**config.mk**
```make
export PLATFORM = sky130hd
export DESIGN_NAME = uart_top
export DESIGN_NICKNAME = d
export VERILOG_FILES = /design/src/logic/uart_pkg.sv /design/src/logic/uart_bus_ctrl.sv /design/src/logic/uart_tx_fifo.sv /design/src/logic/uart_tx_serializer.sv /design/src/logic/uart_top.sv
export SDC_FILE = /design/constraint.sdc
export NUM_CORES = 1
export LEC_CHECK = 0
export BUFFER_PORTS_ARGS = -buffer_cell sky130_fd_sc_hd__buf_2
export CORE_UTILIZATION = 50
export CTS_CLUSTER_DIAMETER = 60
export CTS_CLUSTER_SIZE = 24
export DETAILED_ROUTE_END_ITERATION = 10
export HOLD_SLACK_MARGIN = 0.15
export PLACE_DENSITY = 0.68
export RECOVER_POWER = 25
export SYNTH_ARGS = -nofsm -noshare
export SYNTH_HDL_FRONTEND = slang
export SYNTH_SLANG_ARGS = --single-unit
```
**constraint.sdc**
```tcl
create_clock -name clk -period 3.4 [get_ports clk]
set_input_delay 0.68 -clock clk [delete_from_list [all_inputs] [get_ports clk]]
set_output_delay 0.68 -clock clk [all_outputs]
set_load 0.1 [all_outputs]
```
**src/logic/uart_pkg.sv**
```systemverilog
`default_nettype none

package uart_pkg;

    // ------------------------------------------------------------
    // tilelink-ul opcodes.
    // ------------------------------------------------------------

    // a channel requests that the slave port understands.
    typedef enum logic [2:0] {
        put_full = 3'd0,
        get      = 3'd4
    } tl_a_opcode_e;

    // d channel responses, one beat each.
    typedef enum logic [2:0] {
        access_ack      = 3'd0,
        access_ack_data = 3'd1
    } tl_d_opcode_e;

    // bus controller holds one request at a time.
    typedef enum logic {
        idle    = 1'b0,
        respond = 1'b1
    } ctrl_state_e;

    // ------------------------------------------------------------
    // 16550 register map.
    // ------------------------------------------------------------

    // offsets 0 and 1 switch to the divisor latch when dlab is set.
    typedef enum logic [2:0] {
        thr_rbr_dll = 3'd0,
        ier_dlm     = 3'd1,
        iir_fcr     = 3'd2,
        lcr         = 3'd3,
        mcr         = 3'd4,
        lsr         = 3'd5,
        msr         = 3'd6,
        scr         = 3'd7
    } reg_addr_e;

    // line status bits.
    localparam logic [7:0] LSR_THRE = 8'h20;
    localparam logic [7:0] LSR_TEMT = 8'h40;

    // divisor latch access bit in lcr.
    localparam int LCR_DLAB_BIT = 7;

    // ------------------------------------------------------------
    // sizes.
    // ------------------------------------------------------------
    localparam int FIFO_DEPTH = 4;
    localparam int FIFO_PTR_W = 2;
    localparam int SOURCE_W   = 4;
    localparam int DIVISOR_W  = 16;
    localparam int FRAME_BITS = 10;   // start, 8 data, stop.
    localparam int BIT_CNT_W  = 4;

    // one a channel beat.
    typedef struct packed {
        tl_a_opcode_e        opcode;
        logic [1:0]          size;
        logic [SOURCE_W-1:0] source;
        logic [2:0]          address;
        logic [7:0]          data;
    } tl_a_t;

    // one d channel beat.
    typedef struct packed {
        tl_d_opcode_e        opcode;
        logic [1:0]          size;
        logic [SOURCE_W-1:0] source;
        logic                denied;
        logic [7:0]          data;
    } tl_d_t;

endpackage

`default_nettype wire

```
**src/logic/uart_bus_ctrl.sv**
```systemverilog
`timescale 1ns/100ps
`default_nettype none

module uart_bus_ctrl (
    input  wire                              clk,
    input  wire                              rst_n,
    input  wire                              a_valid,
    input  wire uart_pkg::tl_a_t             a_beat,
    output logic                             a_ready,
    output logic                             d_valid,
    output uart_pkg::tl_d_t                  d_beat,
    input  wire                              d_ready,
    input  wire                              fifo_full,
    input  wire                              fifo_empty,
    input  wire                              tx_busy,
    output logic                             push,
    output logic [7:0]                       push_data,
    output logic [uart_pkg::DIVISOR_W-1:0]   divisor
);
    import uart_pkg::*;

    ctrl_state_e state_q;
    logic [7:0]  lcr_q;
    logic [7:0]  dll_q;
    logic [7:0]  dlm_q;
    logic [7:0]  scr_q;
    reg_addr_e   addr;
    logic        accept;
    logic        dlab;
    logic        is_put;
    logic        is_get;
    logic        thr_write;
    logic [7:0]  lsr_val;
    logic [7:0]  rd_data;

    // ------------------------------------------------------------
    // handshake and decode.
    // ------------------------------------------------------------

    // a channel is open only while no response is pending.
    assign a_ready = (state_q == idle);
    assign d_valid = (state_q == respond);
    assign accept  = a_valid && a_ready;

    assign addr   = reg_addr_e'(a_beat.address);
    assign dlab   = lcr_q[LCR_DLAB_BIT];
    assign is_put = (a_beat.opcode == put_full);
    assign is_get = (a_beat.opcode == get);

    // thr write only when the divisor latch is not mapped in.
    assign thr_write = is_put && (addr == thr_rbr_dll) && !dlab;
    assign push      = accept && thr_write && !fifo_full;
    assign push_data = a_beat.data;

    assign divisor = {dlm_q, dll_q};

    // live line status.
    // thre means room in the fifo, temt means nothing left to send.
    assign lsr_val = (fifo_full ? 8'h00 : LSR_THRE)
                   | ((fifo_empty && !tx_busy) ? LSR_TEMT : 8'h00);

    // read mux, unimplemented registers read as zero.
    always_comb begin
        case (addr)
            thr_rbr_dll: rd_data = dlab ? dll_q : 8'h00;
            ier_dlm:     rd_data = dlab ? dlm_q : 8'h00;
            lcr:         rd_data = lcr_q;
            lsr:         rd_data = lsr_val;
            scr:         rd_data = scr_q;
            default:     rd_data = 8'h00;
        endcase
    end

    // ------------------------------------------------------------
    // state machine.
    // ------------------------------------------------------------
    always_ff @(posedge clk or negedge rst_n) begin
        if (!rst_n) begin
            state_q <= idle;
        end else begin
            case (state_q)
                idle: begin
                    if (a_valid) begin
                        state_q <= respond;
                    end
                end
                respond: begin
                    // back to idle on the edge the d beat leaves.
                    if (d_ready) begin
                        state_q <= idle;
                    end
                end
                default: state_q <= idle;
            endcase
        end
    end

    // register file, written on the accepting edge.
    always_ff @(posedge clk or negedge rst_n) begin
        if (!rst_n) begin
            lcr_q <= 8'h00;
            dll_q <= 8'h01;
            dlm_q <= 8'h00;
            scr_q <= 8'h00;
        end else if (accept && is_put) begin
            case (addr)
                thr_rbr_dll: begin
                    if (dlab) begin
                        dll_q <= a_beat.data;
                    end
                end
                ier_dlm: begin
                    if (dlab) begin
                        dlm_q <= a_beat.data;
                    end
                end
                lcr:     lcr_q <= a_beat.data;
                scr:     scr_q <= a_beat.data;
                // ier, fcr and mcr writes are acked and ignored.
                default: ;
            endcase
        end
    end

    // ------------------------------------------------------------
    // d beat, built when the request is taken.
    // ------------------------------------------------------------
    always_ff @(posedge clk) begin
        if (accept) begin
            d_beat.size   <= a_beat.size;
            d_beat.source <= a_beat.source;
            if (is_get) begin
                d_beat.opcode <= access_ack_data;
                d_beat.denied <= 1'b0;
                d_beat.data   <= rd_data;
            end else if (is_put) begin
                // a full fifo drops the byte and denies the write.
                d_beat.opcode <= access_ack;
                d_beat.denied <= thr_write && fifo_full;
                d_beat.data   <= 8'h00;
            end else begin
                d_beat.opcode <= access_ack;
                d_beat.denied <= 1'b1;
                d_beat.data   <= 8'h00;
            end
        end
    end

endmodule

`default_nettype wire

```
**src/logic/uart_tx_fifo.sv**
```systemverilog
`timescale 1ns/100ps
`default_nettype none

module uart_tx_fifo (
    input  wire        clk,
    input  wire        rst_n,
    input  wire        push,
    input  wire  [7:0] push_data,
    output logic       full,
    output logic       empty,
    input  wire        pop,
    output logic [7:0] pop_data
);
    import uart_pkg::*;

    logic [7:0]          mem [FIFO_DEPTH];
    logic [FIFO_PTR_W:0] wr_ptr_q;
    logic [FIFO_PTR_W:0] rd_ptr_q;
    logic                do_push;
    logic                do_pop;

    // pointers carry one extra wrap bit.
    // equal index with different wrap bits means full.
    assign empty = (wr_ptr_q == rd_ptr_q);
    assign full  = (wr_ptr_q[FIFO_PTR_W] != rd_ptr_q[FIFO_PTR_W])
                && (wr_ptr_q[FIFO_PTR_W-1:0] == rd_ptr_q[FIFO_PTR_W-1:0]);

    assign do_push = push && !full;
    assign do_pop  = pop && !empty;

    // head of the queue, valid the cycle after a push.
    assign pop_data = mem[rd_ptr_q[FIFO_PTR_W-1:0]];

    always_ff @(posedge clk) begin
        if (do_push) begin
            mem[wr_ptr_q[FIFO_PTR_W-1:0]] <= push_data;
        end
    end

    // push and pop may land on the same edge.
    always_ff @(posedge clk or negedge rst_n) begin
        if (!rst_n) begin
            wr_ptr_q <= '0;
            rd_ptr_q <= '0;
        end else begin
            if (do_push) begin
                wr_ptr_q <= wr_ptr_q + 1'b1;
            end
            if (do_pop) begin
                rd_ptr_q <= rd_ptr_q + 1'b1;
            end
        end
    end

endmodule

`default_nettype wire

```
**src/logic/uart_tx_serializer.sv**
```systemverilog
`timescale 1ns/100ps
`default_nettype none

module uart_tx_serializer (
    input  wire                              clk,
    input  wire                              rst_n,
    input  wire  [uart_pkg::DIVISOR_W-1:0]   divisor,
    input  wire                              fifo_empty,
    input  wire  [7:0]                       pop_data,
    output logic                             pop,
    output logic                             busy,
    output logic                             tx
);
    import uart_pkg::*;

    logic [FRAME_BITS-1:0] shift_q;
    logic [DIVISOR_W-1:0]  baud_cnt_q;
    logic [BIT_CNT_W-1:0]  bit_cnt_q;
    logic                  bit_done;
    logic                  last_bit;

    // take a byte in the first idle cycle with data waiting.
    assign pop = !busy && !fifo_empty;

    // counter runs divisor down to zero, so divisor+1 cycles per bit.
    assign bit_done = (baud_cnt_q == '0);
    assign last_bit = (bit_cnt_q == BIT_CNT_W'(FRAME_BITS - 1));

    // line comes straight from the shift register.
    // it idles at all ones.
    assign tx = shift_q[0];

    // ------------------------------------------------------------
    // frame shifter.
    // ------------------------------------------------------------
    always_ff @(posedge clk or negedge rst_n) begin
        if (!rst_n) begin
            shift_q    <= '1;
            baud_cnt_q <= '0;
            bit_cnt_q  <= '0;
            busy       <= 1'b0;
        end else if (!busy) begin
            if (pop) begin
                // stop bit, data lsb first, start bit at bit 0.
                shift_q    <= {1'b1, pop_data, 1'b0};
                baud_cnt_q <= divisor;
                bit_cnt_q  <= '0;
                busy       <= 1'b1;
            end
        end else if (bit_done) begin
            // next bit, ones fill in from the top.
            shift_q    <= {1'b1, shift_q[FRAME_BITS-1:1]};
            baud_cnt_q <= divisor;
            bit_cnt_q  <= bit_cnt_q + 1'b1;
            if (last_bit) begin
                // stop bit has ended.
                busy <= 1'b0;
            end
        end else begin
            baud_cnt_q <= baud_cnt_q - 1'b1;
        end
    end

endmodule

`default_nettype wire

```
**src/logic/uart_top.sv**
```systemverilog
`timescale 1ns/100ps
`default_nettype none

module uart_top (
    input  wire                    clk,
    input  wire                    rst_n,
    input  wire                    a_valid,
    input  wire uart_pkg::tl_a_t   a_beat,
    output logic                   a_ready,
    output logic                   d_valid,
    output uart_pkg::tl_d_t        d_beat,
    input  wire                    d_ready,
    output logic                   tx
);
    import uart_pkg::*;

    // controller to fifo.
    logic                 push;
    logic [7:0]           push_data;
    logic                 fifo_full;
    logic                 fifo_empty;

    // fifo to serializer.
    logic                 pop;
    logic [7:0]           pop_data;

    // serializer status and baud setting.
    logic                 tx_busy;
    logic [DIVISOR_W-1:0] divisor;

    // ------------------------------------------------------------
    // bus side.
    // ------------------------------------------------------------
    uart_bus_ctrl bus_ctrl_inst (
        .clk        (clk),
        .rst_n      (rst_n),
        .a_valid    (a_valid),
        .a_beat     (a_beat),
        .a_ready    (a_ready),
        .d_valid    (d_valid),
        .d_beat     (d_beat),
        .d_ready    (d_ready),
        .fifo_full  (fifo_full),
        .fifo_empty (fifo_empty),
        .tx_busy    (tx_busy),
        .push       (push),
        .push_data  (push_data),
        .divisor    (divisor)
    );

    // ------------------------------------------------------------
    // transmit datapath.
    // ------------------------------------------------------------
    uart_tx_fifo tx_fifo_inst (
        .clk       (clk),
        .rst_n     (rst_n),
        .push      (push),
        .push_data (push_data),
        .full      (fifo_full),
        .empty     (fifo_empty),
        .pop       (pop),
        .pop_data  (pop_data)
    );

    uart_tx_serializer tx_serializer_inst (
        .clk        (clk),
        .rst_n      (rst_n),
        .divisor    (divisor),
        .fifo_empty (fifo_empty),
        .pop_data   (pop_data),
        .pop        (pop),
        .busy       (tx_busy),
        .tx         (tx)
    );

endmodule

`default_nettype wire

```
==> results of run 1 <==
==> logic make-up (layout without fill, tap and decap cells) <==
logic type / after synthesis / after routing / synth area share
AND/OR/NAND/NOR: 128 / 128 / 0.1363
adder cells (fa/ha/maj): 9 / 9 / 0.02011
other: 1 / 2 / 0.0006697
AO/OA/AOI/OAI: 71 / 71 / 0.09118
multiplexers: 62 / 62 / 0.1365
flip-flops: 117 / 117 / 0.5680
XOR/XNOR: 12 / 12 / 0.01877
buffers and inverters: 33 / 93 / 0.02838
==> how the worst max path moves through the flow <==
stage	depth (start not counted)	endpoint	slack, ns	from
floorplan	1	a_ready	1.09	bus_ctrl_inst.d_valid
global placement	4	tx_fifo_inst.mem[1][4]	0.80	a_beat[8]
detailed placement	4	tx_fifo_inst.mem[2][6]	0.79	a_beat[8]
CTS	4	tx_serializer_inst.baud_cnt_q[7]	1.02	tx_fifo_inst.rd_ptr_q[0]
global route	4	tx_serializer_inst.baud_cnt_q[7]	0.84	tx_fifo_inst.rd_ptr_q[0]
finish	4	tx_serializer_inst.baud_cnt_q[5]	1.02	tx_fifo_inst.rd_ptr_q[0]
==> metrics by stage <==
stage          instances  setup WS, ns
2_1_floorplan        434         1.088
4_1_cts              634         1.022
5_1_grt              634        0.8408
3_5_place_dp         602        0.7914
3_3_place_gp         602        0.7964
6_report             634         1.025
==> layer usage <==
metal,wire [um],GRT usage,part of all wire,vias to the layer above
li1,-,-,-,1752
met2,6173,0.3718,0.49,121
met4,221,0.09198,0.018,0
met1,5344,0.3127,0.43,1904
met5,0,0,0,-
met3,766,0.05872,0.061,20
==> cells in the final DEF, fill, tap and decap left out, types with 9 or more instances in the layout <==
master / count
a31oi_1: 9
nor2_1: 16
a21oi_1: 9
nor3_1: 16
mux2_2: 34
nand4_1: 9
inv_1: 13
buf_2: 33
mux2i_1: 19
clkbuf_16: 16
dfrtp_1: 59
clkbuf_1: 11
ha_1: 9
nand3_1: 14
nand2_1: 29
edfxtp_1: 48
o21ai_0: 15
dfstp_2: 10
==> sequential cells by signal, indices dropped and copies added (netlist names) <==
name / count
tx_serializer_inst.shift_q: 9
bus_ctrl_inst.dlm_q: 8
tx_fifo_inst.rd_ptr_q: 3
tx_fifo_inst.mem: 32
tx_serializer_inst.bit_cnt_q: 4
tx_serializer_inst.busy: 1
bus_ctrl_inst.dll_q: 8
bus_ctrl_inst.d_valid: 1
bus_ctrl_inst.d_beat: 16
tx_fifo_inst.wr_ptr_q: 3
tx_serializer_inst.baud_cnt_q: 16
bus_ctrl_inst.lcr_q: 8
bus_ctrl_inst.scr_q: 8
==> power by group through the flow <==
stage	clock [uW]	combinational (uW)	sequential, uW
global route	2100	821	1910
finish	2010	753	1890
detailed placement	0	754	1900
global placement	0	733	1900
CTS	2040	759	1880
floorplan	0	466	1990
==> final cells by class <==
type / instances / area share
Sequential cell: 117 / 0.4844
Multi-Input combinational cell: 284 / 0.3447
Clock buffer: 18 / 0.06364
Clock inverter: 14 / 0.03754
Timing Repair Buffer: 47 / 0.03506
Tap cell: 140 / 0.02668
Inverter: 14 / 0.008003
==> results_dict.tcl, run 1 <==
set metrics [dict create \
    multi_input_area_sq_um 2263 \
    cts.clk_slew.worst_paths_ns 0.06 \
    ant_nets 0 \
    worstPathMaxFanout 12 \
    yosysSeqAreaShare 0.5680 \
    cts_tree "done" \
    avgSynthCellArea_sq_um 12.93 \
    powerDensity_nw_per_um2 708.5 \
    critPathMaxStageDelay_ns 0.76 \
    crit_type "register to register" \
    ys_ff_latch 117 \
    worst_pin_slew_ns 1.698 \
    clockBufferDepth 2 \
    fin_util 0.6031 \
    grt_pass1_vias 3755 \
    power_leakage_uw 0.002743 \
    synthDominantCellAreaShare 0.2637 \
    gp_congestion 0.9264 \
    rr_worst_depth 4 \
    via_per_inst 5.989 \
    holdCritPathClass "input pin to register" \
    violations "capacitance limit, slew limit" \
    fin_area_sq_um 6566 \
    antenna_cells 0 \
    clock_latency_ns 0.53 \
    grt_pass1_wl_um 19840 \
    reg2reg_to "tx_serializer_inst.baud_cnt_q[5]" \
    syn_to_final_growth_pct 17.27 \
    fin_crit_ns 2.375 \
    cts.sinks 117 \
    syn_area_sq_um 5599 \
    status "finished, violations left" \
    regArea_sq_um 3181 \
    finalWirelength_um 12500 \
    routedWlPerCell_um 19.72 \
    fin_skew_ns 0.006756 \
    initial_core_util 0.5142 \
    hold_ws_ns 0.3166 \
    port_buffers 42 \
    placedInstanceArea_sq_um 5919 \
    drv_cap 1 \
    yosysUniqueCellTypes 76 \
    die_y_um 107.8 \
    cts_resized 0 \
    ys_top_cells_by_count "dfrtp_1 (59), edfxtp_1 (48), mux2_2 (34)" \
    synth_most_common_cell "dfrtp_1" \
    p_switching_uw 1371 \
    fmax_ghz 0.4210 \
    synth_largest_area_cell "dfrtp_1" \
    cts_buffers 17 \
    cts_root_buf "clkbuf_8" \
    nFillCells 846 \
    crit_slowest_cell "dfrtp_1" \
    cp-end-kind "register" \
    finalPower_uw 4652 \
    power_frac_seq 0.406 \
    hp-start "d_ready" \
    dp_hpwl_um 8704 \
    drt-initial-drc-count 226 \
    coreArea_sq_um 10890 \
    antenna_found_initial 0 \
    finalHoldViolCount 0 \
    critical_path.reg2reg.startpoint "tx_fifo_inst.rd_ptr_q[0]" \
    synthCells 433 \
    grt_use_total 0.2356 \
    grt-ovfl-total 0 \
    htreeDepth 4 \
    hold_depth 2 \
    drive_above_1_share 0.2854 \
    die_area_sq_um 11630 \
    combPwrFrac 0.162 \
    rrSetupSlack_ns 1.02 \
    first_pass_iters 5 \
    die_x_um 107.8 \
    worstSetupStartpointType "register" \
    setup_tns_ns 0 \
    fin_crit_sh 0.6985 \
    rsz0062_at_grt "no" \
    ir_drop_mv 0.4824 \
    hold_buffers 0 \
    row_count 38 \
    slew_headroom -0.1317 \
    crit_family "compound AO/OA/AOI/OAI gates" \
    synth-main-ff-cell "dfrtp_1" \
    grt_max_degree 70 \
    worstPathCellList "xor2_1, o31ai_2, nand2_2, a221o_1" \
    finalSetupViolCount 0 \
    finalNetCount 514 \
    p_clk_frac 0.433 \
    maxSlewViolCount 70 \
    critical_path_arrival_ns 2.78 \
    synth_edf_count 48 \
    cp.buffers_inverters 0 \
    internal-power_uw 3282 \
    whs_endpoint "bus_ctrl_inst.d_valid" \
    vias 3797 \
    drc 0 \
    async_flop_share 0.5897 \
    cts_setup_buffers 0 \
    ys_warn_count 0 \
    synthTopCellsByArea "dfrtp_1 (26%), edfxtp_1 (26%), mux2_2 (6.8%)" \
    design.portCount 45 \
    switching_share 0.2946 \
    cp.required_ns 3.81 \
]
Power figures use the tool's default switching activity.
==> run 2: changes to the inputs <==
--- a/config.mk
+++ b/config.mk
@@ -5,13 +5,14 @@
 export SDC_FILE = /design/constraint.sdc
 export NUM_CORES = 1
 export LEC_CHECK = 0
+export ABC_AREA = 1
 export BUFFER_PORTS_ARGS = -buffer_cell sky130_fd_sc_hd__buf_2
 export CORE_UTILIZATION = 50
 export CTS_CLUSTER_DIAMETER = 60
 export CTS_CLUSTER_SIZE = 24
 export DETAILED_ROUTE_END_ITERATION = 10
 export HOLD_SLACK_MARGIN = 0.15
-export PLACE_DENSITY = 0.68
+export PLACE_DENSITY = 0.71
 export RECOVER_POWER = 25
 export SYNTH_ARGS = -nofsm -noshare
 export SYNTH_HDL_FRONTEND = slang
==> constraint.sdc (replaced) <==
create_clock -name clk -period 2 [get_ports clk]
set_input_delay 0.4 -clock clk [delete_from_list [all_inputs] [get_ports clk]]
set_output_delay 0.4 -clock clk [all_outputs]
set_load 0.1 [all_outputs]
==> run 2 against run 1 <==
Effect of this change:
- highest routed layer unchanged
- clock power is 64% higher
- flip-flop and latch count stayed put
- via count is 15% higher
- largest power group unchanged
- synthesized cell count is 40% higher
- the run now ends clean
- sequential share of layout area is 0.98 points lower
==> results_dict.tcl, run 2 <==
set metrics [dict create \
    status "completed" \
    vias 4368 \
    top_layer_used "met4" \
    worstSetupStartpointType "register" \
    via_per_inst 5.301 \
    cts_buffers 17 \
    fin_skew_ns 0.007138 \
    grt_use_total 0.2460 \
    synthTopCellsByArea "dfrtp_1 (26%), edfxtp_1 (26%), nand2_1 (12%)" \
    syn_area_sq_um 5643 \
    pre_cts_ws_ns -0.001479 \
    htreeDepth 4 \
    gp_congestion 0.8533 \
    fin_crit_ns 1.791 \
    port_buffers 42 \
    drc 0 \
    coreArea_sq_um 10940 \
    grt_pass1_vias 4261 \
    fin_area_sq_um 6705 \
    initial_core_util 0.5160 \
    finalWirelength_um 12880 \
    grt_max_degree 70 \
    drv_cap 0 \
    yosysSeqAreaShare 0.5636 \
    cts_tree "done" \
    clock_latency_ns 0.42 \
    grt-ovfl-total 0 \
    setup_tns_ns 0 \
    antenna_cells 0 \
    met3_length_um 687 \
    synthCells 607 \
    first_pass_iters 5 \
    clockBufferDepth 2 \
    synth_edf_count 48 \
    slew_headroom 0.3607 \
    ys_warn_count 0 \
    async_flop_share 0.5897 \
    antenna_found_initial 0 \
    yosysUniqueCellTypes 44 \
    fin_crit_sh 0.8954 \
    powerDensity_nw_per_um2 1210 \
    routedWlPerCell_um 15.63 \
    cts_root_buf "clkbuf_16" \
    nFillCells 915 \
    finalHoldViolCount 0 \
    cp.required_ns 2.07 \
    cp-end-kind "register" \
    avgSynthCellArea_sq_um 9.296 \
    placedInstanceArea_sq_um 6016 \
    grt_pass1_wl_um 21020 \
    power_leakage_uw 0.002906 \
    fin_ws_ns 0.2092 \
    hold_ws_ns 0.3032 \
    rsz0062_at_grt "no" \
    maxSlewViolCount 0 \
    holdCritPathClass "input pin to register" \
    worstPathMaxFanout 8 \
    wl_met1_um 5565 \
    layout.cells.most_common_list "nand2_1 (181), nand3_1 (59), dfrtp_1 (58), inv_1 (51), edfxtp_1 (48)" \
    fmax_ghz 0.5584 \
    syn_to_final_growth_pct 18.82 \
    cts.sinks 117 \
    cts.clk_slew.worst_paths_ns 0.05 \
    synthDominantCellAreaShare 0.2616 \
    drive_above_1_share 0.1988 \
    drt-initial-drc-count 329 \
    worst_pin_slew_ns 0.9589 \
    crit_type "register to register" \
    ys_top_cells_by_count "nand2_1 (181), dfrtp_1 (59), nand3_1 (59)" \
    cts_resized 0 \
    synth_most_common_cell "nand2_1" \
    ys_ff_latch 117 \
    synth_largest_area_cell "dfrtp_1" \
    dp_hpwl_um 8891 \
    finalSetupViolCount 0 \
    finalNetCount 704 \
    layout_commonest_cell "nand2_1" \
    row_count 38 \
    ir_drop_mv 0.9298 \
    ant_nets 0 \
    die_y_um 108.2 \
    critical_path_arrival_ns 1.86 \
    design.portCount 45 \
    largest_reg_flops 32 \
    fin_util 0.6132 \
    dr_wl_met2_um 6360 \
    synth-main-ff-cell "dfrtp_1" \
    die_x_um 108.2 \
    die_area_sq_um 11710 \
]
[run 2: changes by cell type after synthesis, moves of 19 or more]
| cell | previous run | this run |
|---|---|---|
| inv_1 | 13 | 51 |
| nand3_1 | 14 | 59 |
| mux2_2 | 34 | 0 |
| o21ai_1 | 1 | 24 |
| nor2_1 | 16 | 37 |
| nand2_1 | 29 | 181 |
| mux2i_1 | 19 | 0 |
[run 2: power breakdown]
group	internal, uW	switching, uW	total, uW
combinational	533	1120	1650
sequential	2900	268	3170
clock	2240	1050	3290
[run 2: final timing paths]
kind | from | endpoint | slack, ns | cells past startpoint
max | tx_fifo_inst.wr_ptr_q[0] | tx_fifo_inst.mem[1][6] | 0.21 | 6
min | a_beat[17] | bus_ctrl_inst.d_beat[8] | 0.30 | 3
min reg2reg | bus_ctrl_inst.lcr_q[5] | bus_ctrl_inst.lcr_q[5] | 0.48 | 2
min in group asynchronous | rst_n | tx_serializer_inst.baud_cnt_q[2] | 0.76 | 3
max reg2reg | tx_fifo_inst.wr_ptr_q[0] | tx_fifo_inst.mem[1][6] | 0.21 | 6
max in group asynchronous | rst_n | bus_ctrl_inst.d_valid | 0.54 | 3
[run 2: logic make-up (layout without fill, tap and decap cells)]
group,after synthesis,count (layout),synth area share
AOI/OAI and AO/OA,82,82,0.09069
and+or+nand+nor,305,305,0.2386
xor gates and xnor gates,11,11,0.01840
buffers and inverters,82,158,0.06807
DFF,117,117,0.5636
other,1,2,0.0006646
adders and majority gates,9,9,0.01996
[run 2: what timing repair did]
action                    4_1_cts  5_1_grt
buffers inserted                0        0
hold endpoints to repair       65        1
hold buffers                    7        1
[run 2: worst max-delay path, cell delays in order, from the launching register on]
cell     delay (ns)
dfrtp_1        0.41
inv_1          0.13
nand2_2        0.09
nand2_2        0.07
nand4_1        0.22
nand2_2        0.16
nor2_2         0.36
[run 2: routing by layer]
metal  GRT usage  vias up
met2      0.3908      135
met5           0        -
met3     0.07113       21
met4      0.1067        0
met1      0.3135     2083
li1            -     2129
[run 2: layout make-up]
type / count / area [sq um] / area share
sequential: 117 / 3182 / 0.4745
multi-input combinational: 409 / 2090 / 0.3116
clock buffer: 23 / 457.9 / 0.06830
timing repair buffer: 62 / 370.4 / 0.05523
inverter: 64 / 250.2 / 0.03732
clock inverter: 9 / 180.2 / 0.02687
tap: 140 / 175.2 / 0.02612
[run 2: metrics by stage]
stage | total power (uW) | instances
2_1_floorplan | 4471 | 608
3_3_place_gp | 4758 | 784
3_5_place_dp | 4842 | 784
4_1_cts | 8165 | 823
5_1_grt | 8501 | 824
6_report | 8111 | 824
==> run 3: changes to the inputs <==
--- a/config.mk
+++ b/config.mk
@@ -7,12 +7,11 @@
 export LEC_CHECK = 0
 export ABC_AREA = 1
 export BUFFER_PORTS_ARGS = -buffer_cell sky130_fd_sc_hd__buf_2
-export CORE_UTILIZATION = 50
-export CTS_CLUSTER_DIAMETER = 60
+export CORE_UTILIZATION = 45
 export CTS_CLUSTER_SIZE = 24
 export DETAILED_ROUTE_END_ITERATION = 10
 export HOLD_SLACK_MARGIN = 0.15
-export PLACE_DENSITY = 0.71
+export PLACE_DENSITY = 0.65
 export RECOVER_POWER = 25
 export SYNTH_ARGS = -nofsm -noshare
 export SYNTH_HDL_FRONTEND = slang
==> run 3 against run 2 <==
Effect of this change:
- clock skew increased by 0.0032 ns
- non-clock buffer count decreased by 1
- cell count increased by 3.3%
- power decreased by 3.6%
- via count decreased by 2.8%
- hold slack got worse by 0.14 ns
- clock power decreased by 7.6%
- setup slack got worse by 0.022 ns
- utilization decreased by 6.2 points
- combinational power decreased by 2%
- flip-flop and latch count unchanged
- first-iteration DRC count decreased by 20%
- critical path type unchanged
- critical endpoint is now tx_fifo_inst.mem[1][3]
==> results_dict.tcl, run 3 (synthesis results as in run 2) <==
set metrics [dict create \
    cpMostUsedCell "nand2_2" \
    grt_max_degree 70 \
    cts.sinks 117 \
    row_count 40 \
    crit_type "register to register" \
    layout_commonest_cell "nand2_1" \
    power_frac_seq 0.406 \
    finalHoldViolCount 0 \
    die_x_um 114.0 \
    crit_slowest_cell "dfrtp_1" \
    p_switching_uw 2439 \
    internal-power_uw 5379 \
    syn_to_final_growth_pct 18.34 \
    cts_resized 0 \
    grt_pass1_wl_um 20970 \
    critical_path_arrival_ns 1.88 \
    slew_headroom 0.3601 \
    pre_cts_ws_ns -0.01075 \
    design.portCount 45 \
    critPathMaxStageDelay_ns 0.48 \
    fin_crit_ns 1.813 \
    gp_congestion 0.8349 \
    drv_cap 0 \
    htreeDepth 4 \
    finalNetCount 703 \
    clock_latency_ns 0.41 \
    worstPathCellList "inv_6, nand2_2, nand2_2, nand4_1, nand2_2, nor2_2" \
    fin_util 0.5513 \
    ir_drop_mv 0.7437 \
    drc 0 \
    drive_above_1_share 0.2050 \
    initial_core_util 0.4659 \
    fin_crit_sh 0.9063 \
    grt-ovfl-total 0 \
    combPwrFrac 0.206 \
    grt_use_total 0.2145 \
    grt_pass1_vias 4091 \
    cts_buffers 17 \
    antenna_found_initial 0 \
    powerDensity_nw_per_um2 1171 \
    die_area_sq_um 12990 \
    finalPower_uw 7819 \
    via_per_inst 4.987 \
    maxSlewViolCount 0 \
    cp-end-kind "register" \
    switching_share 0.3120 \
    finalWirelength_um 12900 \
    p_clk_frac 0.388 \
    rsz0062_at_grt "no" \
    dp_hpwl_um 9034 \
    vias 4244 \
    worstPathMaxFanout 18 \
    first_pass_iters 5 \
    power_leakage_uw 0.002880 \
    cts.clk_slew.worst_paths_ns 0.06 \
    routedWlPerCell_um 15.15 \
    cp.required_ns 2.07 \
    drt-initial-drc-count 262 \
    ant_nets 0 \
    fin_skew_ns 0.01032 \
    port_buffers 42 \
    setup_tns_ns 0 \
    cts_root_buf "clkbuf_16" \
    die_y_um 114.0 \
    hold_ws_ns 0.1656 \
    cts_tree "done" \
    worstSetupStartpointType "register" \
    largest_reg_flops 32 \
    cts_setup_buffers 0 \
    fmax_ghz 0.5517 \
    antenna_cells 0 \
    status "completed" \
    layout.cells.most_common_list "nand2_1 (181), nand3_1 (59), dfrtp_1 (58), inv_1 (51), edfxtp_1 (48)" \
    clockBufferDepth 2 \
    holdCritPathClass "input pin to register" \
    fin_ws_ns 0.1873 \
    coreArea_sq_um 12110 \
    worst_pin_slew_ns 0.9598 \
    finalSetupViolCount 0 \
]
-- run 3: cell types whose count changed in the layout (fill, tap and decap cells not counted), sizes merged --
cell         change
buf              +2
bufinv           -2
dlygate4sd3      -3
clkinvlp         +2
clkinv           +2
inv              +2
clkbuf           -4
-- run 3: layout make-up --
type                       instances  area [sq um]
clock buffer                      19         432.9
clock inverter                    13         157.7
fill                            1123          5434
inverter                          64         250.2
multi-input combinational        409          2090
sequential                       117          3182
tap                              168         210.2
timing repair buffer              61         355.3
-- run 3: power groups by stage --
stage / logic [uW] / registers (uW) / clock network, uW
4_1_cts: 1620 / 3170 / 3080
5_1_grt: 1810 / 3210 / 3210
2_1_floorplan: 1080 / 3390 / 0
3_5_place_dp: 1610 / 3200 / 0
3_3_place_gp: 1570 / 3190 / 0
6_report: 1610 / 3170 / 3040
-- run 3: timing repair --
item | 4_1_cts | 5_1_grt
hold buffers | 2 | 3
endpoints found under the hold margin | 60 | 3
endpoints found under the setup margin | 0 | 0
-- run 3: routing by layer --
metal	part of all wire	up-vias	track usage
met1	0.47	2013	0.2926
met4	0.012	0	0.07273
met5	0	-	0
met3	0.028	16	0.04942
li1	-	2122	-
met2	0.49	93	0.3382
-- run 3: worst paths after layout --
check                                            startpoint                          endpoint  slack [ns]  cells past startpoint
max in group asynchronous                             rst_n             bus_ctrl_inst.d_valid        0.55                      3
hold / removal                                   a_beat[12]          bus_ctrl_inst.d_beat[10]        0.17                      1
hold reg to reg            tx_serializer_inst.baud_cnt_q[0]  tx_serializer_inst.baud_cnt_q[0]        0.48                      2
setup / recovery                   tx_fifo_inst.rd_ptr_q[0]            tx_fifo_inst.mem[1][3]        0.19                      6
setup reg to reg                   tx_fifo_inst.rd_ptr_q[0]            tx_fifo_inst.mem[1][3]        0.19                      6
min in group asynchronous                             rst_n   tx_serializer_inst.bit_cnt_q[0]        0.78                      3
-- run 3: per-stage QoR --
| stage | cell area, sq um | std cells |
|---|---|---|
| 4_1_cts | 6676 | 848 |
| 2_1_floorplan | 5663 | 608 |
| 5_1_grt | 6678 | 851 |
| 6_report | 6678 | 851 |
| 3_3_place_gp | 6066 | 814 |
| 3_5_place_dp | 6066 | 814 |
-- run 3: worst max-delay path, delay by kind of cell (launching register included) --
| family | cells | cell delay (ns) |
|---|---|---|
| buffers and inverters | 1 | 0.11 |
| flip-flops | 1 | 0.48 |
| AND/OR/NAND/NOR | 5 | 0.88 |
